### config.mk
export PLATFORM = sky130hd
export DESIGN_NAME = kernel_control
export DESIGN_NICKNAME = d
export VERILOG_FILES = /design/src/hw/glay_pkg.sv /design/src/hw/kernel_control.sv
export VERILOG_INCLUDE_DIRS = /design/src /design/src/hw
export SDC_FILE = /design/constraint.sdc
export NUM_CORES = 1
export LEC_CHECK = 0
export ABC_AREA = 1
export BUFFER_PORTS_ARGS = -buffer_cell sky130_fd_sc_hd__buf_2
export CAP_MARGIN = 20
export CORE_ASPECT_RATIO = 1.5
export CORE_UTILIZATION = 44
export DETAILED_ROUTE_END_ITERATION = 10
export PLACE_DENSITY_LB_ADDON = 0.12
export SYNTH_ARGS = -nofsm -noshare
export SYNTH_HDL_FRONTEND = slang
export SYNTH_SLANG_ARGS = --single-unit
export TNS_END_PERCENT = 20
### constraint.sdc
create_clock -name ap_clk -period 1.3 [get_ports ap_clk]
set_input_delay 0.13 -clock ap_clk [delete_from_list [all_inputs] [get_ports ap_clk]]
set_output_delay 0.13 -clock ap_clk [all_outputs]
set_load 0.01 [all_outputs]
### src/hw/glay_consts.svh
`ifndef GLAY_CONSTS_SVH
`define GLAY_CONSTS_SVH

// Vertex index width, 256 vertices per table
`define GLAY_VERTEX_W 8

// Out-degree of one vertex
`define GLAY_DEGREE_W 16

// Edge offsets and edge totals
`define GLAY_OFFSET_W 32

// Entries per vertex table, one per vertex id
`define GLAY_TABLE_DEPTH 256

`endif

### src/hw/glay_pkg.sv
`include "glay_consts.svh"

package glay_pkg;

    // -------------------------------------------------------------------------
    // Graph payload types
    // -------------------------------------------------------------------------

    // Vertex index, also the table address
    typedef logic [`GLAY_VERTEX_W-1:0] vertex_id_t;

    // Per-vertex out-degree
    typedef logic [`GLAY_DEGREE_W-1:0] degree_t;

    // CSR edge offset or edge count
    typedef logic [`GLAY_OFFSET_W-1:0] offset_t;

    // -------------------------------------------------------------------------
    // ap_ctrl_hs sequencing
    // -------------------------------------------------------------------------

    // Kernel control FSM states
    typedef enum logic [2:0] {
        CTRL_RESET,
        CTRL_IDLE,
        CTRL_SETUP,
        // Start accepted, waiting for the engine to be free
        CTRL_READY,
        // One-cycle request launch
        CTRL_START,
        CTRL_BUSY,
        // Held until the host starts again
        CTRL_DONE
    } ctrl_state_t;

endpackage : glay_pkg

### src/hw/kernel_control.sv
module kernel_control (
    input  logic                 ap_clk,
    input  logic                 areset_control,
    input  logic                 ap_start,
    output logic                 ap_ready,
    output logic                 ap_done,
    output logic                 ap_idle,
    input  glay_pkg::vertex_id_t desc_vertex_start,
    input  glay_pkg::vertex_id_t desc_vertex_count,
    input  glay_pkg::offset_t    desc_offset_base,
    input  logic [7:0]           desc_flags,
    input  logic                 cu_setup,
    input  logic                 cu_done,
    output logic                 cu_start,
    output logic                 descriptor_valid,
    output glay_pkg::vertex_id_t vertex_start,
    output glay_pkg::vertex_id_t vertex_count,
    output glay_pkg::offset_t    offset_base,
    output logic                 endian
);
    import glay_pkg::*;

    // Registered handshake inputs
    logic ap_start_reg;
    logic cu_setup_reg;
    logic cu_done_reg;

    // First descriptor stage
    vertex_id_t vertex_start_reg;
    vertex_id_t vertex_count_reg;
    offset_t    offset_base_reg;
    logic       endian_flag_reg;

    // First output stage, decoded from the state
    logic ready_s1;
    logic done_s1;
    logic idle_s1;
    logic start_s1;
    logic valid_s1;
    logic endian_s1;

    ctrl_state_t state;
    ctrl_state_t next_state;

    // -------------------------------------------------------------------------
    // Input registers
    // -------------------------------------------------------------------------
    always_ff @(posedge ap_clk) begin
        if (areset_control) begin
            ap_start_reg <= 1'b0;
            cu_setup_reg <= 1'b0;
            cu_done_reg  <= 1'b0;
        end else begin
            ap_start_reg <= ap_start;
            cu_setup_reg <= cu_setup;
            cu_done_reg  <= cu_done;
        end
    end

    // Descriptor pipeline, two stages
    // Host keeps it stable while ap_start is high
    always_ff @(posedge ap_clk) begin
        vertex_start_reg <= desc_vertex_start;
        vertex_count_reg <= desc_vertex_count;
        offset_base_reg  <= desc_offset_base;
        endian_flag_reg  <= desc_flags[0];
        vertex_start     <= vertex_start_reg;
        vertex_count     <= vertex_count_reg;
        offset_base      <= offset_base_reg;
    end

    // -------------------------------------------------------------------------
    // ap_ctrl_hs FSM
    // -------------------------------------------------------------------------
    always_ff @(posedge ap_clk) begin
        if (areset_control) begin
            state <= CTRL_RESET;
        end else begin
            state <= next_state;
        end
    end

    always_comb begin
        next_state = state;
        case (state)
            CTRL_RESET: next_state = CTRL_IDLE;
            CTRL_IDLE:  next_state = CTRL_SETUP;
            // Wait for the host
            CTRL_SETUP: if (ap_start_reg) next_state = CTRL_READY;
            // Wait for an idle engine
            CTRL_READY: if (cu_setup_reg) next_state = CTRL_START;
            CTRL_START: next_state = CTRL_BUSY;
            // Engine ack ends the run
            CTRL_BUSY:  if (cu_done_reg) next_state = CTRL_DONE;
            // Back-to-back runs restart from here
            CTRL_DONE:  if (ap_start_reg) next_state = CTRL_READY;
            default:    next_state = CTRL_RESET;
        endcase
    end

    // State decode into the first output stage
    always_ff @(posedge ap_clk) begin
        if (areset_control) begin
            ready_s1  <= 1'b0;
            done_s1   <= 1'b0;
            idle_s1   <= 1'b1;
            start_s1  <= 1'b0;
            valid_s1  <= 1'b0;
            endian_s1 <= 1'b0;
        end else begin
            ready_s1  <= (state == CTRL_READY);
            done_s1   <= (state == CTRL_DONE);
            idle_s1   <= (state == CTRL_RESET) || (state == CTRL_IDLE) ||
                         (state == CTRL_SETUP) || (state == CTRL_DONE);
            // Request held through START and BUSY, dropped in DONE
            start_s1  <= (state == CTRL_START) || (state == CTRL_BUSY);
            valid_s1  <= (state == CTRL_START) || (state == CTRL_BUSY);
            endian_s1 <= ((state == CTRL_START) || (state == CTRL_BUSY)) && endian_flag_reg;
        end
    end

    // -------------------------------------------------------------------------
    // Second output stage
    // -------------------------------------------------------------------------
    always_ff @(posedge ap_clk) begin
        if (areset_control) begin
            ap_ready         <= 1'b0;
            ap_done          <= 1'b0;
            ap_idle          <= 1'b1;
            cu_start         <= 1'b0;
            descriptor_valid <= 1'b0;
            endian           <= 1'b0;
        end else begin
            ap_ready         <= ready_s1;
            ap_done          <= done_s1;
            ap_idle          <= idle_s1;
            cu_start         <= start_s1;
            descriptor_valid <= valid_s1;
            endian           <= endian_s1;
        end
    end

endmodule : kernel_control

# --- After elaboration in Yosys (flattened, before gate mapping) ---
# Cells that the tools add are included.
totals:
  out_inout_bits: 54
  regBits: 113
  wordCells: 42
op_classes:
  mux: 4
  eq_ne: 9
  n_reduce_logical: 8
ops:
  columns: ["operator", "n"]
  rows:
  - ["$pmux 3 s6", 1]
  - ["$eq 3x3->1 const B", 3]
  - ["$mux 3", 3]
  - ["$eq 3x2->1 const B", 2]
  - ["$logic_or 1x1->1", 4]
  - ["$ne 2x2->1 const B", 2]
  - ["$eq 3x1->1 const B", 1]
  - ["$logic_not 3->1", 1]
  - ["$reduce_and 3->1", 1]
  - ["$ne 2x1->1 const B", 1]
  - ["$reduce_or 2->1", 1]
  - ["$logic_and 1x1->1", 1]

# --- Logic depth before layout (Yosys ltp) ---
# Gate-level depths: netlist (run 1).
logic_depth:
  word_depth: 4
  mapped_depth: 7

# --- Worst setup path before layout (run 1) ---
# Ideal clock, no wire load.
synth_timing:
  path_kind: "flip-flop to flip-flop"
  startpoint: "register state[0]"
  endpoint: "register state[0]"
  path_buffers: 0
  stages_incl_launch_ff: 8
  required_time_ns: 1.189
  synth_period_minus_slack_ns: 0.974
  t_arrival_ns: 0.863
  slack_ns: 0.326
  cell_sequence: "dfxtp_1 -> inv_2 -> nand2_1 -> nor2_1 -> nor2_1 -> nand3_1 -> nand3_1 -> inv_1"
synth_between:
  elab_chain_len: 4
  elab_cells_between_ends: 13
  classes_between: "9 x eq/ne; 1 x mux; 3 x reduce/logical"
synth_lines:
  columns: ["element", "line_no", "text"]
  rows:
  - ["from (decl)", "kernel_control.sv:42", "ctrl_state_t state;"]
  - ["from (signal assigned)", "kernel_control.sv:79", "state <= next_state;"]
  - ["$eq 3x3->1 / $eq 3x2->1 (equally long branches)", "kernel_control.sv:85", "case (state)"]
  - ["$reduce_or 2->1 (no source line)", null, null]
  - ["$ne 2x1->1 (no source line)", null, null]
  - ["$reduce_and 3->1 (no source line)", null, null]
# Several ways; a longest one is shown, not always the timed one.
# A chain may end at the register's enable or synchronous reset.

# --- Worst setup path after layout (run 1) ---
layout_timing:
  startpoint: "input areset_control"
  endpoint: "register ap_start_reg"
layout_lines:
  columns: ["element", "line_no", "text"]
  rows:
  - ["from (decl)", "kernel_control.sv:3", "input logic areset_control,"]
  - ["to (signal assigned)", "kernel_control.sv:54", "ap_start_reg <= ap_start;"]
  - ["to (decl)", "kernel_control.sv:24", "logic ap_start_reg;"]
# No word-level cell between the ends.

==> impl_results.md, run 1 <==
- Outcome: finished, final reports clean
- PostCTS Resize Cnt: 0
- DRT Pass-1 Iters: 4
- Final #Nets: just over 400
- CP max FO: 14
- GP Congestion: around 0.85
- DRC: 0
- Seq/Total Area, Yosys: 0.900
- Initial antenna violation count: 0
- CORE AREA: about 5500 sq um
- HP Start: desc_offset_base[12]
- CP Buf/Inv Count: 3
- Ant diodes: 0
- Initial Util: 0.458
- Actual slew at the worst max-slew pin: 0.274 ns
- RR Startpoint: state[0]$_SDFFE_PP0P_
- Crit path kind: primary input to flip-flop
- Htree depth: 4
- # Max-Cap Violations: 0
- Pwr dens: roughly 2100 nW/um^2
- CP Cell Sequence: dlygate4sd3_1 > buf_2 > nor2_1 > dlygate4sd3_1
- Max Freq: approximately 860 MHz
- Die height: ~95 um
- Hold_ws: ~0.27 ns
- Worst r2r path cells: 7
- Placed inst area: approximately 3100 sq um
- RSZ-0062 raised after global routing: false
- Synth Register Bits: 113
- WHS Endpoint: offset_base_reg[12]$_DFF_P_
- Critical Path Max Stage Delay: around 0.55 ns
- Max clock buf depth: 2
- Layout cell share with drive strength beyond 1: 0.401
- CTS tree: built
- DIE AREA: 6020 sq um
- Setup bufs post-CTS: 0
- Synth-to-layout area growth: 70.3%
- Endpoint class of the critical path: flip-flop
- Slowest-stage cell, CP: dlygate4sd3_1
- Pwr Total: between 8 and 9 mW
- GR Util All Layers: 0.168
- Mapped Nets: 230
- Dpl cells: about 340
- Final instance count without filler cells: around 430
- Synth Cell Area: between 2000 and 3000 sq um
- Routed WL: approximately 4.7 mm
- DP HPWL: 2.55 mm
- Final Hold Viols: 0
- Via Count: around 1800
- Synth Warn #: 0
- Row cnt: 33
- Final setup vio count: 0
- Final Cell Area: 4280 sq um
- I/O pin total: 115
- First-pass GRT wire length: 6.97 mm
- Cts hold-fix bufs: 56
- Startpoint types: primary input
- Largest net degree at the start of global routing: 17
- Most numerous cell on the critical path: dlygate4sd3_1
- Crit path DAT: roughly 1.5 ns
- Worst Hold Class: primary input to flip-flop
- Synth cell types: 17
- Slew Limit Fails: 0
- Initial drt markers: about 50
- Total negative setup slack: 0 ns
- CTS Buf Count: 17
- Die X: roughly 64 um
- Gr ovfl total: 0
- R2R Path End: state[0]$_SDFFE_PP0P_
- Final Cycle Share: 0.898
- CTS root buffer: clkbuf_8
- Worst R2R Setup Slack: about 0.15 ns
- Worst-path clk slew: 0.05 ns
- Slew HR: 0.817
- Clock sink count: roughly 110
- Max reg flops: between 60 and 70
- Detailed-route wire length per cell: approximately 11 um
- Clk_lat worst skew: a little under 0.5 ns
- CP required: between 1.5 and 2 ns
- Max VDD drop: 1350 uV
- Post-Syn Instances: ~170
- Tmin final: 1.17 ns
- Via density: just over 4
- Setup Skew: 0.00556 ns
- Hold Path Cell Cnt: 2
- IO buf count: roughly 110
- Syn_area_per_cell: between 10 and 15 sq um
- Vias in the first global route: roughly 1600
- Crit path max-delay family: buffers and inverters
- Final ANT Viol Nets: 0
- Pleak: roughly 2.0 nW
-- placed cells by master, fill, tap and decap left out, drive strengths merged --
| cell type | netlist | final |
|---|---|---|
| nand3b | 1 | 1 |
| a31oi | 1 | 1 |
| inv | 15 | 15 |
| dfxtp | 113 | 113 |
| or2 | 1 | 1 |
| nor3 | 1 | 1 |
| dlygate4sd3 | 0 | 56 |
| buf | 2 | 107 |
| a21oi | 2 | 2 |
| bufinv | 0 | 3 |
| nand2 | 9 | 9 |
| clkinv | 0 | 6 |
| nor2 | 16 | 16 |
| clkinvlp | 0 | 2 |
| clkbuf | 0 | 21 |
| nand3 | 8 | 8 |
-- cells in the mapped netlist (all sizes together) --
cell type,n,area (sq um)
or2,1,6.26
buf,2,11.3
dfxtp,113,2260
nor2,16,62.6
inv,15,56.3
nand3,8,45.0
nor3,1,5.00
nand3b,1,7.51
a21oi,2,13.8
a31oi,1,6.26
nand2,9,36.3
-- cells by family after synthesis --
kind of cell	Yosys count	share of synthesized area
and+or+nand+nor	36	0.0647
DFF	113	0.900
AOI/OAI and AO/OA	3	0.00797
buffers and inverters	17	0.0269
-- power breakdown --
group          total, mW  switching, mW  internal [mW]
registers           3.80          0.102           3.70
clock network       4.49           1.45           3.04
logic              0.602          0.281          0.321
-- final cells by class --
type | instances | area [sq um]
clock buffer | 21 | 459
timing repair buffer | 163 | 1100
fill | 336 | 1210
tap | 70 | 87.6
inverter | 15 | 56.3
multi-input combinational | 39 | 183
clock inverter | 11 | 135
sequential | 113 | 2260
-- routing by layer --
metal	routed length [um]	global-route usage	part of all wire	vias up
li1	-	-	-	879
met1	1700	0.136	0.36	802
met2	2710	0.301	0.58	65
met3	257	0.106	0.055	4
met4	39	0.0928	0.0083	0
met5	0	0	0	-
-- through the flow --
step                      utilization  setup slack, ns
after floorplan                     -            0.326
after global placement          0.569            0.227
after detailed placement        0.569            0.178
after CTS                       0.779            0.162
after global routing            0.779           0.0526
final                           0.779            0.133
-- how the worst max path moves through the flow --
stage	start	endpoint	slack [ns]	cells after the start
global route	state[0]$_SDFFE_PP0P_	state[1]$_SDFFE_PP0P_	0.05	6
CTS	areset_control	cu_setup_reg$_SDFF_PP0_	0.16	4
detailed placement	state[0]$_SDFFE_PP0P_	state[0]$_SDFFE_PP0P_	0.18	7
finish	areset_control	ap_start_reg$_SDFF_PP0_	0.13	4
floorplan	state[0]$_SDFFE_PP0P_	state[0]$_SDFFE_PP0P_	0.33	7
global placement	state[1]$_SDFFE_PP0P_	state[0]$_SDFFE_PP0P_	0.23	7
No activity file was read; power rests on OpenSTA's default activity.
==> inputs of run 2 (changes only) <==
--- a/config.mk
+++ b/config.mk
@@ -7,7 +7,7 @@
 export NUM_CORES = 1
 export LEC_CHECK = 0
 export ABC_AREA = 1
-export BUFFER_PORTS_ARGS = -buffer_cell sky130_fd_sc_hd__buf_2
+export BUFFER_PORTS_ARGS = -buffer_cell sky130_fd_sc_hd__buf_4
 export CAP_MARGIN = 20
 export CORE_ASPECT_RATIO = 1.5
 export CORE_UTILIZATION = 44
==> impl_results.md, run 2 (synthesis results as in run 1) <==
- Outcome: finished, final reports clean
- Switching Power: between 1.5 and 2 mW
- CTS Buf Count: 17
- Slew Limit Fails: 0
- Final setup vio count: 0
- DRT Pass-1 Iters: 4
- Clock power share: 0.513
- Endpoint class of the critical path: flip-flop
- DRC: 0
- CP max FO: 7
- Actual slew at the worst max-slew pin: between 0.2 and 0.3 ns
- Max VDD drop: approximately 1400 uV
- Most frequent cells in the layout: dfxtp_1 (113), buf_4 (107), dlygate4sd3_1 (56)
- CP required: roughly 1.7 ns
- Die X: between 60 and 70 um
- RR Startpoint: state[1]$_SDFFE_PP0P_
- IO buf count: 107
- Max clock buf depth: 2
- R2R Path End: state[0]$_SDFFE_PP0P_
- Via Count: between 1500 and 2000
- DP HPWL: between 2 and 3 mm
- Max Freq: between 800 and 900 MHz
- Seq pwr share: 0.410
- Internal power component: 7.38 mW
- Final Cell Area: around 4600 sq um
- CP Cell Sequence: inv_2 > nand2_1 > nor2_1 > nor2_1 > nand3_1 > nand3_1 > inv_1
- Worst R2R Setup Slack: 0.17 ns
- Pleak: ~2.1 nW
- CTS root buffer: clkbuf_8
- Via density: 4.12
- Placed inst area: about 3400 sq um
- Largest net degree at the start of global routing: 17
- Die height: between 90 and 100 um
- DIE AREA: ~6000 sq um
- Synth-to-layout area growth: 82.6%
- Setup bufs post-CTS: 0
- Detailed-route wire length per cell: 12.0 um
- CTS tree: built
- Dpl cells: ~340
- Slew HR: 0.817
- Critical Path Max Stage Delay: around 0.46 ns
- First-pass GRT wire length: 8.11 mm
- Final Hold Viols: 0
- Final Cycle Share: 0.871
- Initial antenna violation count: 0
- Pwr dens: slightly above 2000 nW/um^2
- I/O pin total: ~120
- Worst-path clk slew: approximately 0.050 ns
- RSZ-0062 raised after global routing: false
- Util after Layout: 0.835
- Combinational power share: 0.076
- Layout cell share with drive strength beyond 1: 0.403
- Gr ovfl total: 0
- Initial drt markers: between 90 and 100
- Setup Skew: just under 0.01 ns
- Final ANT Viol Nets: 0
- Row cnt: 33
- # Max-Cap Violations: 0
- Initial Util: 0.458
- Ant diodes: 0
- Sw Ratio: 0.205
- Startpoint types: flip-flop
- Setup crit end: state[0]$_SDFFE_PP0P_
- Final #Nets: between 400 and 500
- GR Util All Layers: 0.194
- Routed WL: 5.19 mm
- Worst r2r path cells: 7
- Commonest non-fill, non-tap cell in the layout: dfxtp_1
- GP Congestion: ~0.88
- Tmin final: between 1 and 1.5 ns
- Total negative setup slack: 0 ns
- Crit path kind: flip-flop to flip-flop
- CORE AREA: roughly 5500 sq um
- Clock sink count: between 100 and 150
- Htree depth: 4
- Worst Hold Class: primary input to flip-flop
- Critical Path Source: state[1]$_SDFFE_PP0P_
- Vias in the first global route: 1744
- Crit path DAT: roughly 1.5 ns
- Final instance count without filler cells: about 430
- Max reg flops: 64
- Slowest-stage cell, CP: dfxtp_1
- Clk_lat worst skew: roughly 0.5 ns
[run 2: critical path, delay by kind of cell (launching register included)]
kind / cells / cell delay, ns
buffers and inverters: 2 / 0.12
DFF: 1 / 0.46
and+or+nand+nor: 5 / 0.46
[run 2: worst min path at each step]
stage | from | end | slack (ns) | cells after the start
finish | desc_offset_base[9] | offset_base_reg[9]$_DFF_P_ | 0.28 | 2
CTS | desc_offset_base[14] | offset_base_reg[14]$_DFF_P_ | 0.25 | 2
global placement | desc_offset_base[14] | offset_base_reg[14]$_DFF_P_ | 0.23 | 1
global route | desc_offset_base[23] | offset_base_reg[23]$_DFF_P_ | 0.25 | 2
floorplan | desc_flags[0] | endian_flag_reg$_DFF_P_ | 0.16 | 0
detailed placement | desc_offset_base[14] | offset_base_reg[14]$_DFF_P_ | 0.24 | 1
[run 2: power groups by stage]
| stage | Clock (mW) | Sequential [mW] | Combinational, mW |
|---|---|---|---|
| finish | 4.77 | 3.81 | 0.707 |
| global route | 5.04 | 3.84 | 0.779 |
| CTS | 4.86 | 3.81 | 0.701 |
| detailed placement | 0 | 3.88 | 0.560 |
| global placement | 0 | 3.86 | 0.548 |
| floorplan | 0 | 3.90 | 0.220 |
[run 2: cell type report]
class	instances	area [sq um]
clock inverter	12	179
tap	70	87.6
inverter	15	56.3
clock buffer	20	455
timing repair buffer	163	1360
multi-input combinational	39	183
fill	300	905
sequential	113	2260
[run 2: timing repair]
action                                 in CTS  in global routing
hold buffers                               56                  0
setup endpoints to repair                   0                  0
endpoints found under the hold margin      62                  0
resized for setup                           0                  0
[run 2: per-stage QoR]
step                hold WS (ns)  power [mW]  worst slack (ns)
floorplan                  0.158        4.12             0.326
global placement           0.234        4.41             0.235
detailed placement         0.235        4.44             0.188
CTS                        0.252        9.37             0.175
global route               0.248        9.66            0.0179
finish                     0.278        9.28             0.167
[run 2: routing by layer]
metal	wire length, um	track usage	share of wire
met3	238	0.0870	0.046
met2	3090	0.371	0.60
met1	1780	0.163	0.34
met4	86	0.102	0.017
met5	0	0	0
==> inputs of run 3 (changes only) <==
--- a/config.mk
+++ b/config.mk
@@ -10,7 +10,7 @@
 export BUFFER_PORTS_ARGS = -buffer_cell sky130_fd_sc_hd__buf_4
 export CAP_MARGIN = 20
 export CORE_ASPECT_RATIO = 1.5
-export CORE_UTILIZATION = 44
+export CORE_UTILIZATION = 45
 export DETAILED_ROUTE_END_ITERATION = 10
 export PLACE_DENSITY_LB_ADDON = 0.12
 export SYNTH_ARGS = -nofsm -noshare
==> constraint.sdc (replaced) <==
create_clock -name ap_clk -period 1.4 [get_ports ap_clk]
set_input_delay 0.14 -clock ap_clk [delete_from_list [all_inputs] [get_ports ap_clk]]
set_output_delay 0.14 -clock ap_clk [all_outputs]
set_load 0.01 [all_outputs]
==> impl_results.md, run 3 (synthesis results as in run 1) <==
- Outcome: finished, final reports clean
- Initial Util: 0.464
- Hold_ws: between 0.2 and 0.3 ns
- RSZ-0062 raised after global routing: false
- CORE AREA: ~5400 sq um
- Die X: 63.0 um
- Max clock buf depth: 2
- Final instance count without filler cells: roughly 430
- CTS Buf Count: 17
- Worst R2R Setup Slack: about 0.27 ns
- DRC: 0
- Actual slew at the worst max-slew pin: ~0.27 ns
- Crit path kind: flip-flop to flip-flop
- Final #Nets: roughly 400
- CTS tree: built
- Max reg flops: 64
- # Max-Cap Violations: 0
- CP max FO: 7
- Worst-path clk slew: 0.05 ns
- CTS root buffer: clkbuf_8
- Max VDD drop: between 1500 and 2000 uV
- DP Worst Slack: approximately 0.31 ns
- Slew Limit Fails: 0
- Initial antenna violation count: 0
- Pleak: ~2.2 nW
- DRT Pass-1 Iters: 4
- Tmin final: ~1.1 ns
- Clock sink count: between 100 and 150
- Final Cycle Share: 0.807
- Via density: a little over 4
- Final Hold Viols: 0
- Vias in the first global route: 1862
- GR Util All Layers: 0.224
- Startpoint types: flip-flop
- Setup Skew: 0.00732 ns
- GP Congestion: ~0.86
- Gr ovfl total: 0
- CP required: approximately 1.8 ns
- First-pass GRT wire length: about 9.3 mm
- Total negative setup slack: 0 ns
- Htree depth: 4
- Row cnt: 33
- Final ANT Viol Nets: 0
- Pwr Total: between 8 and 9 mW
- Worst setup margin: around 0.27 ns
- Die height: between 90 and 100 um
- Ant diodes: 0
- Via Count: ~1800
- Synth-to-layout area growth: 83.6%
- Initial drt markers: 69
- Worst Hold Class: primary input to flip-flop
- Pwr dens: 1920 nW/um^2
- Dpl cells: roughly 340
- Final setup vio count: 0
- DP HPWL: between 2 and 3 mm
- Crit path DAT: 1.52 ns
- Routed WL: about 5.9 mm
- Max Freq: 885 MHz
- Clk_lat worst skew: approximately 0.49 ns
- Layout cell share with drive strength beyond 1: 0.402
- Most frequent cells in the layout: dfxtp_1 (113), buf_4 (107), dlygate4sd3_1 (56)
- Commonest non-fill, non-tap cell in the layout: dfxtp_1
- Detailed-route wire length per cell: 13.6 um
- I/O pin total: roughly 120
- IO buf count: 107
- Slew HR: 0.817
- Largest net degree at the start of global routing: 17
- DIE AREA: slightly below 6000 sq um
- Endpoint class of the critical path: flip-flop
==> run 3: cell types whose count changed in the layout (fill, tap and decap cells not counted), sizes merged <==
cell,delta
bufinv,+1
clkbuf,+2
clkinvlp,-2
inv,-2
==> run 3: area by class of cell <==
class / count / area (sq um)
Multi-Input combinational cell: 39 / 183
Clock inverter: 9 / 176
Clock buffer: 22 / 483
Timing Repair Buffer: 163 / 1360
Tap cell: 70 / 87.6
Fill cell: 255 / 797
Sequential cell: 113 / 2260
Inverter: 15 / 56.3
==> run 3: final timing paths <==
check	start	endpoint	depth (start not counted)
max	state[1]$_SDFFE_PP0P_	state[0]$_SDFFE_PP0P_	7
min	desc_vertex_count[5]	vertex_count_reg[5]$_DFF_P_	2
max reg2reg	state[1]$_SDFFE_PP0P_	state[0]$_SDFFE_PP0P_	7
min reg2reg	offset_base_reg[30]$_DFF_P_	offset_base[30]$_DFF_P_	0
==> run 3: per-stage QoR <==
| stage | cell area, sq um | utilization |
|---|---|---|
| after floorplan | 2510 | - |
| after global placement | 3390 | 0.627 |
| after detailed placement | 3390 | 0.627 |
| after CTS | 4610 | 0.853 |
| after global routing | 4610 | 0.853 |
| final | 4610 | 0.853 |
==> run 3: metal layers <==
layer	routed length (um)	share of wire	global-route usage
met5	0	0	0
met4	107	0.018	0.128
met3	265	0.045	0.0805
met2	3280	0.56	0.398
met1	2220	0.38	0.222
==> run 3: power breakdown <==
part,leakage [nW],switching [mW],internal (mW)
registers,0.949,0.110,3.44
clock network,0.323,1.35,3.29
logic,0.880,0.281,0.383
total,2.15,1.74,7.11
==> run 3: repair_timing <==
| action | CTS | global route |
|---|---|---|
| hold buffers | 56 | 0 |
| gates resized for setup | 0 | 0 |
| setup buffers | 0 | 0 |
| hold endpoints to repair | 62 | 0 |
==> run 3: worst max-delay path, stage by stage (launching register included) <==
cell     delay (ns)
dfxtp_1        0.46
inv_2          0.07
nand2_1        0.10
nor2_1         0.06
nor2_1         0.13
nand3_1        0.10
nand3_1        0.08
inv_1          0.04
