### config.mk
export PLATFORM = sky130hd
export DESIGN_NAME = degree_engine
export DESIGN_NICKNAME = d
export VERILOG_FILES = /design/src/hw/glay_pkg.sv /design/src/hw/degree_engine.sv
export VERILOG_INCLUDE_DIRS = /design/src /design/src/hw
export SDC_FILE = /design/constraint.sdc
export NUM_CORES = 1
export LEC_CHECK = 0
export BUFFER_PORTS_ARGS = -buffer_cell sky130_fd_sc_hd__buf_2
export CAP_MARGIN = 20
export CORE_UTILIZATION = 56
export DETAILED_ROUTE_END_ITERATION = 12
export PLACE_DENSITY = 0.81
export SYNTH_ARGS = -nofsm -noshare
export SYNTH_HDL_FRONTEND = slang
export SYNTH_SLANG_ARGS = --single-unit
### constraint.sdc
create_clock -name ap_clk -period 7.5 [get_ports ap_clk]
set_clock_uncertainty 0.1 [all_clocks]
set_input_delay 0.75 -clock ap_clk [delete_from_list [all_inputs] [get_ports ap_clk]]
set_output_delay 0.75 -clock ap_clk [all_outputs]
set_load 0.02 [all_outputs]
### src/hw/glay_consts.svh
`ifndef GLAY_CONSTS_SVH
`define GLAY_CONSTS_SVH

// Vertex index width, 256 vertices per table
`define GLAY_VERTEX_W 8

// Out-degree of one vertex
`define GLAY_DEGREE_W 16

// Edge offsets and edge totals
`define GLAY_OFFSET_W 32

// Entries per vertex table, one per vertex id
`define GLAY_TABLE_DEPTH 256

`endif

### src/hw/glay_pkg.sv
`include "glay_consts.svh"

package glay_pkg;

    // -------------------------------------------------------------------------
    // Graph payload types
    // -------------------------------------------------------------------------

    // Vertex index, also the table address
    typedef logic [`GLAY_VERTEX_W-1:0] vertex_id_t;

    // Per-vertex out-degree
    typedef logic [`GLAY_DEGREE_W-1:0] degree_t;

    // CSR edge offset or edge count
    typedef logic [`GLAY_OFFSET_W-1:0] offset_t;

    // -------------------------------------------------------------------------
    // ap_ctrl_hs sequencing
    // -------------------------------------------------------------------------

    // Kernel control FSM states
    typedef enum logic [2:0] {
        CTRL_RESET,
        CTRL_IDLE,
        CTRL_SETUP,
        // Start accepted, waiting for the engine to be free
        CTRL_READY,
        // One-cycle request launch
        CTRL_START,
        CTRL_BUSY,
        // Held until the host starts again
        CTRL_DONE
    } ctrl_state_t;

endpackage : glay_pkg

### src/hw/degree_engine.sv
`include "glay_consts.svh"

module degree_engine (
    input  logic                 ap_clk,
    input  logic                 areset_control,
    input  logic                 cu_start,
    output logic                 cu_setup,
    output logic                 cu_done,
    input  glay_pkg::vertex_id_t vertex_start,
    input  glay_pkg::vertex_id_t vertex_count,
    input  glay_pkg::offset_t    offset_base,
    input  logic                 endian,
    output glay_pkg::vertex_id_t deg_rd_addr,
    input  glay_pkg::degree_t    deg_rd_data,
    output logic                 offset_wr_en,
    output glay_pkg::vertex_id_t offset_wr_addr,
    output glay_pkg::offset_t    offset_wr_data,
    output glay_pkg::offset_t    total_edges
);
    import glay_pkg::*;

    typedef enum logic [1:0] {ENG_IDLE, ENG_READ, ENG_WRITE, ENG_DONE} eng_state_t;

    eng_state_t state;
    vertex_id_t index;
    vertex_id_t cur_addr;
    // Request captured at accept
    vertex_id_t start_q;
    vertex_id_t count_q;
    offset_t    base_q;
    logic       endian_q;
    offset_t    running_sum;
    offset_t    next_sum;
    logic       accept;
    logic       last_vertex;

    // Reverse byte order of an offset
    function automatic offset_t byte_swap(input offset_t value);
        offset_t swapped;
        for (int i = 0; i < `GLAY_OFFSET_W / 8; i++) begin
            swapped[i*8 +: 8] = value[`GLAY_OFFSET_W - 8 - i*8 +: 8];
        end
        return swapped;
    endfunction

    // New request only with ack low
    assign accept      = (state == ENG_IDLE) && cu_start && !cu_done;
    // 8-bit sum wraps modulo the table depth
    assign cur_addr    = start_q + index;
    assign next_sum    = running_sum + offset_t'(deg_rd_data);
    assign last_vertex = (index == count_q - 1'b1);

    // -------------------------------------------------------------------------
    // Sequencer, one read cycle and one write cycle per vertex
    // -------------------------------------------------------------------------
    always_ff @(posedge ap_clk) begin
        if (areset_control) begin
            state       <= ENG_IDLE;
            index       <= '0;
            total_edges <= '0;
        end else begin
            case (state)
                ENG_IDLE: if (accept) begin
                    index <= '0;
                    // Empty range finishes at once
                    if (vertex_count == '0) begin
                        total_edges <= '0;
                        state       <= ENG_DONE;
                    end else begin
                        state <= ENG_READ;
                    end
                end
                ENG_READ: state <= ENG_WRITE;
                ENG_WRITE: begin
                    index <= index + 1'b1;
                    if (last_vertex) begin
                        // Edge count excludes the base, never swapped
                        total_edges <= next_sum - base_q;
                        state       <= ENG_DONE;
                    end else begin
                        state <= ENG_READ;
                    end
                end
                // Ack holds until req falls
                ENG_DONE: if (!cu_start) state <= ENG_IDLE;
                default:  state <= ENG_IDLE;
            endcase
        end
    end

    // Descriptor latch and running sum
    always_ff @(posedge ap_clk) begin
        if (accept) begin
            start_q     <= vertex_start;
            count_q     <= vertex_count;
            base_q      <= offset_base;
            endian_q    <= endian;
            running_sum <= offset_base;
        end else if (state == ENG_WRITE) begin
            running_sum <= next_sum;
        end
    end

    // Degree arrives in WRITE, one cycle after the READ address
    assign deg_rd_addr    = cur_addr;
    assign offset_wr_en   = (state == ENG_WRITE);
    assign offset_wr_addr = cur_addr;
    // Exclusive prefix, written before this vertex's degree is added
    assign offset_wr_data = endian_q ? byte_swap(running_sum) : running_sum;

    assign cu_setup = (state == ENG_IDLE) && !cu_done;
    assign cu_done  = (state == ENG_DONE);

endmodule : degree_engine

* After elaboration in Yosys (flattened, before gate mapping)
Cells that the tools add are included.
W data, S select, Z words.
** Cells by class
- Add/sub/neg operators :: 5
- Eq/ne operators :: 8
- Muxes and demuxes :: 14
- Reduce and logical (&&, ||, !) cells :: 11
** Operators by type and width (count)
- $mux W32 :: 6
- $pmux W32 S2 :: 1
- $add A32 B16 Y32 :: 1
- $sub A32 B32 Y32 :: 1
- $pmux W8 S2 :: 1
- $add A8 B1 Y8 const B :: 1
- $add A8 B8 Y8 :: 1
- $eq A8 B8 Y1 :: 1
- $logic_not A8 Y1 :: 1
- $mux W2 :: 4
- $mux W8 :: 1
- $pmux W2 S4 :: 1
- $sub A8 B1 Y8 const B :: 1
- $eq A2 B2 Y1 const B :: 2
- $ne A2 B1 Y1 const B :: 2
- $ne A2 B2 Y1 const B :: 2
- $reduce_and A2 Y1 :: 2
- $reduce_and A4 Y1 :: 1
- $reduce_bool A2 Y1 :: 2
- $logic_and A1 B1 Y1 :: 3
- $eq A2 B1 Y1 const B :: 1
- $logic_not A2 Y1 :: 1
- $logic_not A1 Y1 :: 1
** Word-level totals
- Register bits :: 123
- Input port bits :: 68
- Output and inout port bits :: 83
- Logic and storage cells :: 46

* Logic depth before layout (Yosys ltp)
Gate-level depths: netlist of the first run.
- Word-level depth :: 5
- Depth in mapped cells :: 21
- Depth with buffers taken out :: 20

* Least setup slack after synthesis of the first run
No wires, ideal clock.
- Path kind :: input to register
- Start :: in deg_rd_data[0]
- End :: reg total_edges[24]
- Setup time :: 117 ps
- Arrival time :: 4715 ps
- Data required time :: 7283 ps
- Setup slack :: 2567 ps
- Cell stages on the path :: 19
- Path buffers :: 0
- Path through :: ha_1 fa_1 a21o_1 a21o_1 a21oi_1 o21ai_0 a21o_1 a21oi_1 xnor2_1 ha_1 and3_1 nand3_1 o21ai_1 o21a_1 a311oi_4 o211ai_2 and3_1 or4_1 a32o_1
** Between the ends
- Cells in the longest elaborated chain, start to end :: 4
** Ends and longest elaborated chain
- start, declared :: line degree_engine.sv:14 : input glay_pkg::degree_t deg_rd_data,
- $add A32 B16 Y32 :: line degree_engine.sv:50 : assign next_sum = running_sum + offset_t'(deg_rd_data);
- $sub A32 B32 Y32 :: line degree_engine.sv:78 : total_edges <= next_sum - base_q;
- $mux W32 :: line degree_engine.sv:76 : if (last_vertex) begin
- $pmux W32 S2 :: line degree_engine.sv:62 : case (state)
- end signal, assigned :: line degree_engine.sv:78
- end, declared :: line degree_engine.sv:18 : output glay_pkg::offset_t total_edges
Every way passes these cells. The select of a mux whose other input is x is not followed.
A chain may end at the register's enable or synchronous reset.

* Worst setup path in the final report of the first run
- Start :: in deg_rd_data[0]
- End :: reg total_edges[31]
Same word-level chain as after synthesis.

==> impl_metrics.csv, run 1 <==
group,metric,value,unit
synthesis,register_bit_total_from_synthesis,123,
synthesis,synth-seq-area-share,0.412,
cts,cts.clk_slew.worst_paths,0.05,ns
cts,post_cts_hold_buffer_count,0,
synthesis,syn-instance-count,793,
worst_setup_path,critical_path_buf_inv_count,1,
global_route,antenna_found_initial,0,
synthesis,synth_cell_type_count,65,
timing,clock.fmax,194,MHz
die,floorplan.core_area,13800,um2
die,die-width,121,um
routing,detailedRoute.firstIterationViolations,469,
power,powerDensity,282,nW/um2
placement,placement.setup.worst_slack,2.07,ns
timing,fin_crit_sh,0.686,
routing,drt-vias-per-instance,5.83,
cts,post_cts_resize_count,0,
routing,wl_per_cell,17.5,um
final_layout,layout.nets,1071,
placement,dp.cells,1105,
cts,clock_tree.htree_level_count,4,
routing,firstDrtPassIters,6,
routing,final_wirelength,19900,um
final_layout,antenna_cells,0,
outcome,status,"finished, final reports clean",
placement,hpwlAfterDp,14800,um
synthesis,ys_async_sr_fraction,0,
cts,cts_sink_cnt,123,
cts,clk_root_buffer_cell,"sky130_fd_sc_hd__clkbuf_16",
timing,rsz0062_at_grt,"no",
placement,placement.cell_area,8830,um2
timing,hold_viol_final,0,
timing,min_period,5.15,ns
cts,clk_buf_depth,2,
power,static-leakage-power,4.13,nW
synthesis,synthesis.nets,920,
timing,finalHoldWorstSlack,0.353,ns
worst_hold_path,worstHoldPathType,"flop to flop",
timing,final_critical_path_setup_slack,2.35,ns
timing,max_slew_violation_count,0,
global_route,grt_overflow,0,
die,fp-row-count,43,
global_route,maximum_number_of_pins_on_one_net_before_global_route_repair,57,
timing,max_slew.worst_pin.slew,1.01,ns
global_route,grt_util_all_layers,0.283,
global_route,vias_in_the_first_global_route,6299,
synthesis,yosysWarnings,0,
worst_setup_path,setup.worst_path.class,"input port to flop",
flow_run,maxCapViolations,0,
worst_setup_path,slowest_delay,0.53,ns
die,io-pin-count,151,
worst_setup_path,critPathLaunchType,"input port",
synthesis,synth.largest_area_cell,"sky130_fd_sc_hd__edfxtp_1",
placement,gp_congestion,0.856,
timing,setup_tns_final,0,ns
synthesis,synth_edf_count,81,
routing,vias,6633,
worst_setup_path,critical_path.top_delay_family,"compound AO/OA/AOI/OAI gates",
power,max-vdd-ir-drop,208,uV
worst_setup_path,critical_path.slowest_cell,"sky130_fd_sc_hd__o31ai_1",
synthesis,synthesis.area,7940,um2
cts,cts_tree,"yes",
synthesis,syn_area_per_cell,10.0,um2
worst_setup_path,crit_arrival,5.36,ns
routing,drt_drc_violations_left,0,
placement,portBuffers,150,
final_layout,post_route_cells_drive_above_1_share,0.270,
worst_setup_path,timing.critical_path.fanout_max,8,
routing,detail-route-antenna-nets,0,
die,initial_utilization,0.574,
synthesis,synth_top_area_frac,0.306,
final_layout,stdcell_area,9360,um2
cts,cts_post_setup_buffers_inserted,0,
worst_setup_path,worstPathCellList,"buf_2, ha_1, fa_1, a21o_1, a21o_1, a21oi_1, o31ai_1, a211oi_1, nor3b_1, nand2_1, xnor2_1, ha_1, and3_1, nand4b_1, nand3_1, o21ai_0, o211ai_1, a41oi_1, a21oi_1, xor2_1, a22o_1",
cts,numCtsBuffers,17,
timing,slew_headroom,0.322,
timing,setup_viol,0,
worst_setup_path,critPathRequiredTime,7.71,ns
cts,clock_insertion_delay_worst_skew,0.42,ns
worst_setup_path,endpoint_kind,"flop",
final_layout,layout_area_growth_over_synthesis,18.0,%
global_route,grt_pass1_wl,31500,um
die,design.die.area,14700,um2
final_layout,instances_no_fill,1137,
die,floorplan.die.height,121,um
synthesis,synth.area.top_cells,"sky130_fd_sc_hd__edfxtp_1 31%, sky130_fd_sc_hd__dfxtp_1 11%, sky130_fd_sc_hd__ha_1 8.8%",
synthesis,dominantRegCellSynth,"sky130_fd_sc_hd__edfxtp_1",
[final cells by class]
class	count	area, um2
well taps	180	225
multi-input cells	588	4320
clock inverters	12	75.1
clock buffers	20	457
flip-flops and latches	123	3270
repair buffers	156	796
inverters	58	218
fillers	1068	4460
[cell usage in the layout, fill, tap and decap left out, types with 42 or more instances in the layout]
cell                       instances
sky130_fd_sc_hd__nor2_1           65
sky130_fd_sc_hd__ha_1             56
sky130_fd_sc_hd__inv_1            56
sky130_fd_sc_hd__dfxtp_1          42
sky130_fd_sc_hd__buf_2           150
sky130_fd_sc_hd__a21oi_1          54
sky130_fd_sc_hd__mux2_2           59
sky130_fd_sc_hd__edfxtp_1         81
sky130_fd_sc_hd__nand2_1          53
[through the flow]
| stage | total power [W] | util |
|---|---|---|
| after floorplan | 0.00163 | - |
| after global placement | 0.00187 | 0.639 |
| after detailed placement | 0.00189 | 0.639 |
| after CTS | 0.00263 | 0.677 |
| after global routing | 0.00278 | 0.677 |
| final | 0.00264 | 0.677 |
[worst paths after layout]
path                                                      to                         start  depth (start not counted)  slack, ns
worst max-delay path            total_edges[31]$_SDFFE_PP0P_                deg_rd_data[0]                         21       2.35
worst min-delay path            total_edges[22]$_SDFFE_PP0P_  total_edges[22]$_SDFFE_PP0P_                          2       0.35
worst max register to register  total_edges[31]$_SDFFE_PP0P_      running_sum[0]$_DFFE_PP_                         20       2.36
worst min register to register  total_edges[22]$_SDFFE_PP0P_  total_edges[22]$_SDFFE_PP0P_                          2       0.35
[worst register-to-register path: stages, from the launching register on]
cell,delay (ns)
sky130_fd_sc_hd__edfxtp_1,0.38
sky130_fd_sc_hd__ha_1,0.24
sky130_fd_sc_hd__fa_1,0.23
sky130_fd_sc_hd__a21o_1,0.12
sky130_fd_sc_hd__a21o_1,0.15
sky130_fd_sc_hd__a21oi_1,0.10
sky130_fd_sc_hd__o31ai_1,0.53
sky130_fd_sc_hd__a211oi_1,0.26
sky130_fd_sc_hd__nor3b_1,0.53
sky130_fd_sc_hd__nand2_1,0.13
sky130_fd_sc_hd__xnor2_1,0.21
sky130_fd_sc_hd__ha_1,0.35
sky130_fd_sc_hd__and3_1,0.27
sky130_fd_sc_hd__nand4b_1,0.10
sky130_fd_sc_hd__nand3_1,0.10
sky130_fd_sc_hd__o21ai_0,0.17
sky130_fd_sc_hd__o211ai_1,0.22
sky130_fd_sc_hd__a41oi_1,0.35
sky130_fd_sc_hd__a21oi_1,0.12
sky130_fd_sc_hd__xor2_1,0.17
sky130_fd_sc_hd__a22o_1,0.19
[state kept, by name, indices dropped and copies added (netlist names)]
name / cells
index: 8
running_sum: 32
endian_q: 1
state: 2
count_q: 8
start_q: 8
total_edges: 32
base_q: 32
[cell families after synthesis]
| kind of cell | share of synthesized area |
|---|---|
| AND/OR/NAND/NOR | 0.126 |
| AO/OA/AOI/OAI | 0.164 |
| flip-flops | 0.412 |
| buffers and inverters | 0.0434 |
| XOR/XNOR | 0.0746 |
| multiplexers | 0.0837 |
| adder cells (fa/ha/maj) | 0.0959 |
[power breakdown]
part	leakage [nW]	switching, W	internal, W
Sequential	1.12	0.0000444	0.000791
Combinational	2.75	0.000624	0.000444
Clock	0.263	0.000301	0.000435
Total	4.13	0.000969	0.00167
[routing by layer]
layer  routed length (um)  track usage
met1                 8590        0.367
met2                 9360        0.462
met3                 1400       0.0569
met4                  582        0.113
met5                    0            0
[cell usage after synthesis (2+ instances only)]
library cell and number:
sky130_fd_sc_hd__a211oi_1 7, sky130_fd_sc_hd__a21boi_0 3, sky130_fd_sc_hd__a21o_1 28, sky130_fd_sc_hd__a21oi_1 54, sky130_fd_sc_hd__a221o_1 2, sky130_fd_sc_hd__a22o_1 2
sky130_fd_sc_hd__a22oi_1 14, sky130_fd_sc_hd__a31o_2 2, sky130_fd_sc_hd__a31oi_1 6, sky130_fd_sc_hd__a41oi_1 3, sky130_fd_sc_hd__and2_1 6, sky130_fd_sc_hd__and3_1 10
sky130_fd_sc_hd__and4_1 2, sky130_fd_sc_hd__buf_1 3, sky130_fd_sc_hd__buf_2 5, sky130_fd_sc_hd__buf_4 8, sky130_fd_sc_hd__clkbuf_1 8, sky130_fd_sc_hd__clkinv_1 2
sky130_fd_sc_hd__dfxtp_1 42, sky130_fd_sc_hd__edfxtp_1 81, sky130_fd_sc_hd__fa_1 3, sky130_fd_sc_hd__ha_1 56, sky130_fd_sc_hd__inv_1 56, sky130_fd_sc_hd__mux2_2 59
sky130_fd_sc_hd__nand2_1 53, sky130_fd_sc_hd__nand2b_1 4, sky130_fd_sc_hd__nand3_1 28, sky130_fd_sc_hd__nand4_1 3, sky130_fd_sc_hd__nor2_1 65, sky130_fd_sc_hd__nor2b_1 10
sky130_fd_sc_hd__nor3_1 6, sky130_fd_sc_hd__nor3b_1 2, sky130_fd_sc_hd__o2111ai_1 2, sky130_fd_sc_hd__o211ai_1 3, sky130_fd_sc_hd__o21a_1 7, sky130_fd_sc_hd__o21ai_0 37
sky130_fd_sc_hd__o21ai_1 2, sky130_fd_sc_hd__o21bai_1 6, sky130_fd_sc_hd__o22ai_1 2, sky130_fd_sc_hd__o31ai_1 5, sky130_fd_sc_hd__or2_2 2, sky130_fd_sc_hd__or3_1 3
sky130_fd_sc_hd__or4_1 6, sky130_fd_sc_hd__xnor2_1 37, sky130_fd_sc_hd__xor2_1 28
No activity file was read; power rests on OpenSTA's default activity.
==> inputs of run 2 (changes only) <==
--- a/config.mk
+++ b/config.mk
@@ -6,11 +6,12 @@
 export SDC_FILE = /design/constraint.sdc
 export NUM_CORES = 1
 export LEC_CHECK = 0
+export ABC_AREA = 1
 export BUFFER_PORTS_ARGS = -buffer_cell sky130_fd_sc_hd__buf_2
 export CAP_MARGIN = 20
 export CORE_UTILIZATION = 56
 export DETAILED_ROUTE_END_ITERATION = 12
-export PLACE_DENSITY = 0.81
+export PLACE_DENSITY = 0.8
 export SYNTH_ARGS = -nofsm -noshare
 export SYNTH_HDL_FRONTEND = slang
 export SYNTH_SLANG_ARGS = --single-unit
==> constraint.sdc (replaced) <==
create_clock -name ap_clk -period 5.3 [get_ports ap_clk]
set_clock_uncertainty 0.1 [all_clocks]
set_input_delay 0.53 -clock ap_clk [delete_from_list [all_inputs] [get_ports ap_clk]]
set_output_delay 0.53 -clock ap_clk [all_outputs]
set_load 0.02 [all_outputs]
==> impl_metrics.csv, run 2 <==
group,metric,value,unit
power,power_frac_comb,0.437,
timing,setup_viol,0,
synthesis,synth_edf_count,81,
timing,hold_viol_final,0,
global_route,antenna_found_initial,1,
routing,detail-route-antenna-nets,0,
power,total_switching_power,0.00176,W
cts,post_cts_hold_buffer_count,0,
worst_setup_path,worstPathCellList,"ha_1, fa_1, nand3_1, and2_1, o21ai_2, a21oi_2, o21ai_2, nand2_1, xor2_1, ha_1, a21oi_1, o21ai_0, a21oi_1, nor2_1, nor3_1, nand3_1, nand3_2, a21oi_1",
die,design.die.area,15900,um2
routing,vias,8035,
synthesis,synth_top_area_frac,0.283,
die,io-pin-count,151,
routing,firstDrtPassIters,6,
cts,numCtsBuffers,17,
cts,clock_insertion_delay_worst_skew,0.42,ns
power,power.sequential.fraction,0.290,
cts,cts_post_setup_buffers_inserted,0,
power,static-leakage-power,4.64,nW
outcome,status,"finished, final reports clean",
die,initial_utilization,0.583,
worst_setup_path,critPathRequiredTime,5.46,ns
die,fp-row-count,44,
worst_setup_path,slowest_delay,0.46,ns
flow_run,maxCapViolations,0,
worst_setup_path,critPathLaunchType,"flop",
routing,final_wirelength,23500,um
timing,rsz0062_at_grt,"no",
synthesis,register_bit_total_from_synthesis,123,
synthesis,synthesis.area,8610,um2
global_route,grt_util_all_layers,0.306,
global_route,grt_overflow,0,
cts,cts_tree,"yes",
die,die-width,126,um
worst_setup_path,endpoint_kind,"flop",
cts,clk_root_buffer_cell,"sky130_fd_sc_hd__clkbuf_16",
final_layout,layout_area_growth_over_synthesis,16.2,%
timing,setup_tns_final,0,ns
worst_setup_path,timing.critical_path.fanout_max,5,
synthesis,synth.largest_area_cell,"sky130_fd_sc_hd__edfxtp_1",
synthesis,syn-instance-count,1132,
final_layout,layout.nets,1401,
routing,drt-vias-per-instance,5.46,
timing,fin_crit_sh,0.794,
placement,portBuffers,150,
power,switching_share,0.423,
timing,clock.fmax,238,MHz
synthesis,ys_async_sr_fraction,0,
worst_setup_path,critical_path.top_delay_family,"compound AO/OA/AOI/OAI gates",
synthesis,synth.area.top_cells,"sky130_fd_sc_hd__edfxtp_1 28%, sky130_fd_sc_hd__nand2_1 14%, sky130_fd_sc_hd__dfxtp_1 9.8%",
global_route,maximum_number_of_pins_on_one_net_before_global_route_repair,65,
synthesis,yosysWarnings,0,
synthesis,dominantRegCellSynth,"sky130_fd_sc_hd__edfxtp_1",
worst_setup_path,timing.critical_path.mode_cell,"sky130_fd_sc_hd__a21oi_1",
cts,clk_buf_depth,2,
worst_setup_path,critical_path.slowest_cell,"sky130_fd_sc_hd__fa_1",
cts,cts.clk_slew.worst_paths,0.06,ns
final_layout,post_route_cells_drive_above_1_share,0.173,
synthesis,synth_cell_type_count,47,
final_layout,mostFrequentLayoutCells,"327 x sky130_fd_sc_hd__nand2_1, 150 x sky130_fd_sc_hd__buf_2, 130 x sky130_fd_sc_hd__inv_1",
power,max-vdd-ir-drop,260,uV
cts,cts_sink_cnt,123,
die,floorplan.die.height,126,um
worst_setup_path,critical_path_buf_inv_count,0,
power,powerDensity,416,nW/um2
routing,detailedRoute.firstIterationViolations,701,
routing,wl_per_cell,16.0,um
power,internal_power,0.00240,W
synthesis,synth-seq-area-share,0.380,
placement,gp_congestion,0.932,
final_layout,biggestRegsByFlops,"base_q x32, running_sum x32, total_edges x32",
timing,max_slew.worst_pin.slew,0.840,ns
cts,clock_tree.htree_level_count,4,
die,floorplan.core_area,14800,um2
global_route,vias_in_the_first_global_route,7378,
synthesis,synthesis.nets,1259,
timing,slew_headroom,0.440,
timing,min_period,4.21,ns
worst_setup_path,crit_arrival,4.37,ns
power,clock_power_share,0.273,
final_layout,antenna_cells,0,
placement,hpwlAfterDp,18700,um
final_layout,final_common_cell,"sky130_fd_sc_hd__nand2_1",
global_route,grt_pass1_wl,37200,um
synthesis,post-synth-top-count-cell,"sky130_fd_sc_hd__nand2_1",
timing,finalHoldWorstSlack,0.182,ns
synthesis,syn_area_per_cell,7.60,um2
cts,post_cts_resize_count,0,
worst_setup_path,ff2ff_setup_slack,1.09,ns
synthesis,ys_top_cells_by_count,"327 x sky130_fd_sc_hd__nand2_1, 131 x sky130_fd_sc_hd__inv_1, 106 x sky130_fd_sc_hd__a21oi_1, 92 x sky130_fd_sc_hd__nor2_1, 81 x sky130_fd_sc_hd__edfxtp_1",
worst_hold_path,worstHoldPathType,"input port to flop",
routing,drt_drc_violations_left,0,
worst_setup_path,setup.worst_path.class,"flop to flop",
timing,max_slew_violation_count,0,
## run 2: cell count changes after synthesis, moves of 21 or more
cell / delta
sky130_fd_sc_hd__nor2_1: +27
sky130_fd_sc_hd__xnor2_1: -21
sky130_fd_sc_hd__mux2_2: -59
sky130_fd_sc_hd__a21oi_1: +52
sky130_fd_sc_hd__nand2_1: +274
sky130_fd_sc_hd__inv_1: +75
## run 2: kinds of logic after synthesis
family | count (synthesis) | share of synthesized area
AO/OA/AOI/OAI | 200 | 0.128
XOR/XNOR | 59 | 0.0600
buffers and inverters | 167 | 0.0828
flip-flops | 123 | 0.380
AND/OR/NAND/NOR | 524 | 0.260
adder cells (fa/ha/maj) | 59 | 0.0884
## run 2: cell type report
cell class / count / area (um2)
clock buffers: 19 / 443
clock inverters: 13 / 133
fillers: 1237 / 4750
inverters: 135 / 514
multi-input cells: 842 / 4620
flip-flops and latches: 123 / 3270
well taps: 184 / 230
repair buffers: 155 / 788
## run 2: worst paths after layout
check	start	to	cells past startpoint
worst max-delay path	running_sum[0]$_DFFE_PP_	total_edges[29]$_SDFFE_PP0P_	18
worst min-delay path	vertex_start[0]	start_q[0]$_DFFE_PP_	1
worst max register to register	running_sum[0]$_DFFE_PP_	total_edges[29]$_SDFFE_PP0P_	18
worst min register to register	total_edges[11]$_SDFFE_PP0P_	total_edges[11]$_SDFFE_PP0P_	2
## run 2: power by group through the flow
stage               combinational (W)  clock (W)  sequential [W]
floorplan                     0.00130          0         0.00119
global placement              0.00177          0         0.00122
detailed placement            0.00178          0         0.00122
CTS                           0.00180    0.00114         0.00121
global route                  0.00202    0.00119         0.00121
finish                        0.00182    0.00114         0.00121
## run 2: worst reg2reg max path, stage by stage (launching register included)
cell                       delay, ns
sky130_fd_sc_hd__edfxtp_1       0.43
sky130_fd_sc_hd__ha_1           0.23
sky130_fd_sc_hd__fa_1           0.47
sky130_fd_sc_hd__nand3_1        0.10
sky130_fd_sc_hd__and2_1         0.18
sky130_fd_sc_hd__o21ai_2        0.08
sky130_fd_sc_hd__a21oi_2        0.24
sky130_fd_sc_hd__o21ai_2        0.14
sky130_fd_sc_hd__nand2_1        0.14
sky130_fd_sc_hd__xor2_1         0.30
sky130_fd_sc_hd__ha_1           0.36
sky130_fd_sc_hd__a21oi_1        0.26
sky130_fd_sc_hd__o21ai_0        0.17
sky130_fd_sc_hd__a21oi_1        0.32
sky130_fd_sc_hd__nor2_1         0.08
sky130_fd_sc_hd__nor3_1         0.20
sky130_fd_sc_hd__nand3_1        0.12
sky130_fd_sc_hd__nand3_2        0.08
sky130_fd_sc_hd__a21oi_1        0.05
## run 2: metal layers
metal / wire length (um) / share of wire / global-route usage / vias to the layer above
li1: - / - / - / 4016
met1: 10400 / 0.44 / 0.405 / 3668
met2: 10700 / 0.46 / 0.488 / 306
met3: 1750 / 0.074 / 0.0701 / 43
met4: 567 / 0.024 / 0.113 / 2
met5: 11 / 0.00047 / 0 / -
## run 2: per-stage QoR
step	power, W	util	worst slack [ns]	area, um2	instances
2_1_floorplan	0.00250	-	1.74	8610	1132
5_1_grt	0.00443	0.678	0.763	10000	1471
3_5_place_dp	0.00301	0.639	0.963	9430	1439
3_3_place_gp	0.00300	0.639	0.994	9430	1439
4_1_cts	0.00414	0.678	1.13	10000	1471
6_report	0.00416	0.678	1.09	10000	1471
==> inputs of run 3 (changes only) <==
--- a/config.mk
+++ b/config.mk
@@ -9,9 +9,9 @@
 export ABC_AREA = 1
 export BUFFER_PORTS_ARGS = -buffer_cell sky130_fd_sc_hd__buf_2
 export CAP_MARGIN = 20
-export CORE_UTILIZATION = 56
+export CORE_UTILIZATION = 52
 export DETAILED_ROUTE_END_ITERATION = 12
-export PLACE_DENSITY = 0.8
+export PLACE_DENSITY = 0.78
 export SYNTH_ARGS = -nofsm -noshare
 export SYNTH_HDL_FRONTEND = slang
 export SYNTH_SLANG_ARGS = --single-unit
==> constraint.sdc (replaced) <==
create_clock -name ap_clk -period 3.76 [get_ports ap_clk]
set_clock_uncertainty 0.1 [all_clocks]
set_input_delay 0.376 -clock ap_clk [delete_from_list [all_inputs] [get_ports ap_clk]]
set_output_delay 0.376 -clock ap_clk [all_outputs]
set_load 0.02 [all_outputs]
==> impl_metrics.csv, run 3 (synthesized netlist as in run 2, its figures left out) <==
group,metric,value,unit
placement,hpwlAfterDp,19500,um
worst_setup_path,endpoint_kind,"flop",
worst_setup_path,critical_path_depth,20,
cts,cts_sink_cnt,123,
power,max-vdd-ir-drop,382,uV
cts,cts.clk_slew.worst_paths,0.06,ns
worst_setup_path,slowest_delay,0.42,ns
die,io-pin-count,151,
global_route,grt_overflow,0,
routing,vias,8801,
global_route,grt_util_met2,0.469,
global_route,grt_pass1_wl,38600,um
cts,clock_tree.htree_level_count,4,
die,fp-row-count,46,
final_layout,antenna_cells,0,
final_layout,multi_input_comb_area,5280,um2
final_layout,mostFrequentLayoutCells,"313 x sky130_fd_sc_hd__nand2_1, 150 x sky130_fd_sc_hd__buf_2, 125 x sky130_fd_sc_hd__inv_1",
timing,rsz0062_at_grt,"yes",
worst_setup_path,critical_path.top_delay_family,"simple AND/OR/NAND/NOR gates",
global_route,grt_util_all_layers,0.302,
worst_setup_path,timing.critical_path.fanout_max,4,
final_layout,post_route_cells_drive_above_1_share,0.303,
final_layout,layout.nets,1495,
flow_run,maxCapViolations,0,
worst_setup_path,crit_arrival,3.87,ns
timing,clock.fmax,270,MHz
final_layout,layout.filler_cells,1271,
placement,placement.cell_area,10100,um2
power,powerDensity,610,nW/um2
die,floorplan.core_area,16000,um2
power,p_total,0.00701,W
routing,detail-route-antenna-nets,0,
worst_setup_path,end_of_the_worst_register_to_register_path,"total_edges[23]$_SDFFE_PP0P_",
power,static-leakage-power,5.22,nW
die,design.die.area,17100,um2
cts,cts_tree,"yes",
final_layout,area.sequential,3270,um2
final_layout,stdcell_area,11500,um2
routing,drt-vias-per-instance,5.51,
outcome,status,"finished, final reports clean",
routing,detailedRoute.firstIterationViolations,842,
final_layout,final_common_cell,"sky130_fd_sc_hd__nand2_1",
placement,gp_congestion,0.982,
die,initial_utilization,0.538,
timing,max_slew.worst_pin.slew,0.882,ns
global_route,antenna_found_initial,0,
timing,min_period,3.70,ns
worst_setup_path,timing.critical_path.mode_cell,"sky130_fd_sc_hd__nor2_2",
worst_setup_path,r2r_start,"running_sum[0]$_DFFE_PP_",
global_route,vias_in_the_first_global_route,7621,
worst_setup_path,ff2ff_setup_slack,0.06,ns
timing,fin_crit_sh,0.985,
routing,firstDrtPassIters,5,
cts,clk_buf_depth,2,
worst_setup_path,setup.worst_path.class,"flop to flop",
final_layout,layout_area_growth_over_synthesis,33.5,%
routing,wl_per_cell,16.9,um
timing,finalHoldWorstSlack,0.0205,ns
worst_hold_path,worstHoldPathType,"input port to flop",
worst_setup_path,timing.critical_path.from,"running_sum[0]$_DFFE_PP_",
routing,final_wirelength,27000,um
placement,dp.cells,1547,
cts,clock_insertion_delay_worst_skew,0.43,ns
worst_setup_path,critPathRequiredTime,3.93,ns
final_layout,biggestRegsByFlops,"base_q x32, running_sum x32, total_edges x32",
worst_setup_path,worstPathCellList,"ha_2, fa_2, nand3_1, and2_4, o21ai_4, a21oi_4, nor2_2, nor2_2, xnor2_2, ha_4, nand2_1, nor2_2, inv_1, nor3_2, nand2_2, nand3_2, a21oi_2, or2_2, nand3_1, a21oi_1",
timing,slew_headroom,0.412,
routing,drt_drc_violations_left,0,
placement,portBuffers,150,
global_route,groute.layer.met3.usage,0.0480,
cts,numCtsBuffers,17,
worst_setup_path,critPathLaunchType,"flop",
global_route,maximum_number_of_pins_on_one_net_before_global_route_repair,76,
timing,setup_viol,0,
global_route,use_met1,0.421,
die,floorplan.die.height,131,um
worst_setup_path,worstRegToRegCells,20,
worst_setup_path,critical_path_buf_inv_count,1,
timing,max_slew_violation_count,0,
die,die-width,131,um
cts,clk_root_buffer_cell,"sky130_fd_sc_hd__clkbuf_16",
final_layout,utilization,0.718,
timing,hold_viol_final,0,
worst_setup_path,cp-endpoint,"total_edges[23]$_SDFFE_PP0P_",
global_route,busiest_layer,"met2",
worst_setup_path,critical_path.slowest_cell,"sky130_fd_sc_hd__edfxtp_1",
final_layout,instances_no_fill,1597,
[run 3: through the flow]
step	setup slack (ns)	TNS, ns
after global routing	-0.129	-0.673
after global placement	-0.0623	-0.0898
after detailed placement	-0.149	-0.394
after CTS	0.00673	0
after floorplan	0.333	0
final	0.0566	0
[run 3: layout make-up]
type                    count  area share
clock buffers              19      0.0377
clock inverters            13      0.0185
inverters                 135      0.0447
multi-input cells         842       0.460
flip-flops and latches    123       0.285
well taps                 216      0.0235
repair buffers            249       0.131
[run 3: worst min path at each step]
stage,from,cells past startpoint,endpoint,slack (ns)
after floorplan,index[0]$_SDFFE_PP0P_,1,index[0]$_SDFFE_PP0P_,0.37
after global placement,total_edges[13]$_SDFFE_PP0P_,2,total_edges[13]$_SDFFE_PP0P_,0.34
after detailed placement,total_edges[5]$_SDFFE_PP0P_,2,total_edges[5]$_SDFFE_PP0P_,0.35
after CTS,vertex_start[4],1,start_q[4]$_DFFE_PP_,0.02
after global routing,vertex_start[4],1,start_q[4]$_DFFE_PP_,0.01
final,vertex_start[4],1,start_q[4]$_DFFE_PP_,0.02
[run 3: what timing repair did]
item / 4_1_cts / 5_1_grt
setup endpoints to repair: 4 / 19
pin swaps: 1 / 34
hold buffers: 0 / 0
endpoints found under the hold margin: 0 / 0
resized for setup: 4 / 135
setup buffers: 0 / 18
[run 3: metal layers]
| layer | vias up | routed length (um) |
|---|---|---|
| li1 | 4197 | - |
| met1 | 4080 | 11500 |
| met2 | 442 | 12300 |
| met3 | 82 | 2150 |
| met4 | 0 | 1050 |
| met5 | - | 0 |
[run 3: report_power, final]
part           switching (W)  internal [W]
clock network       0.000669       0.00118
logic                0.00205       0.00141
registers          0.0000991       0.00160
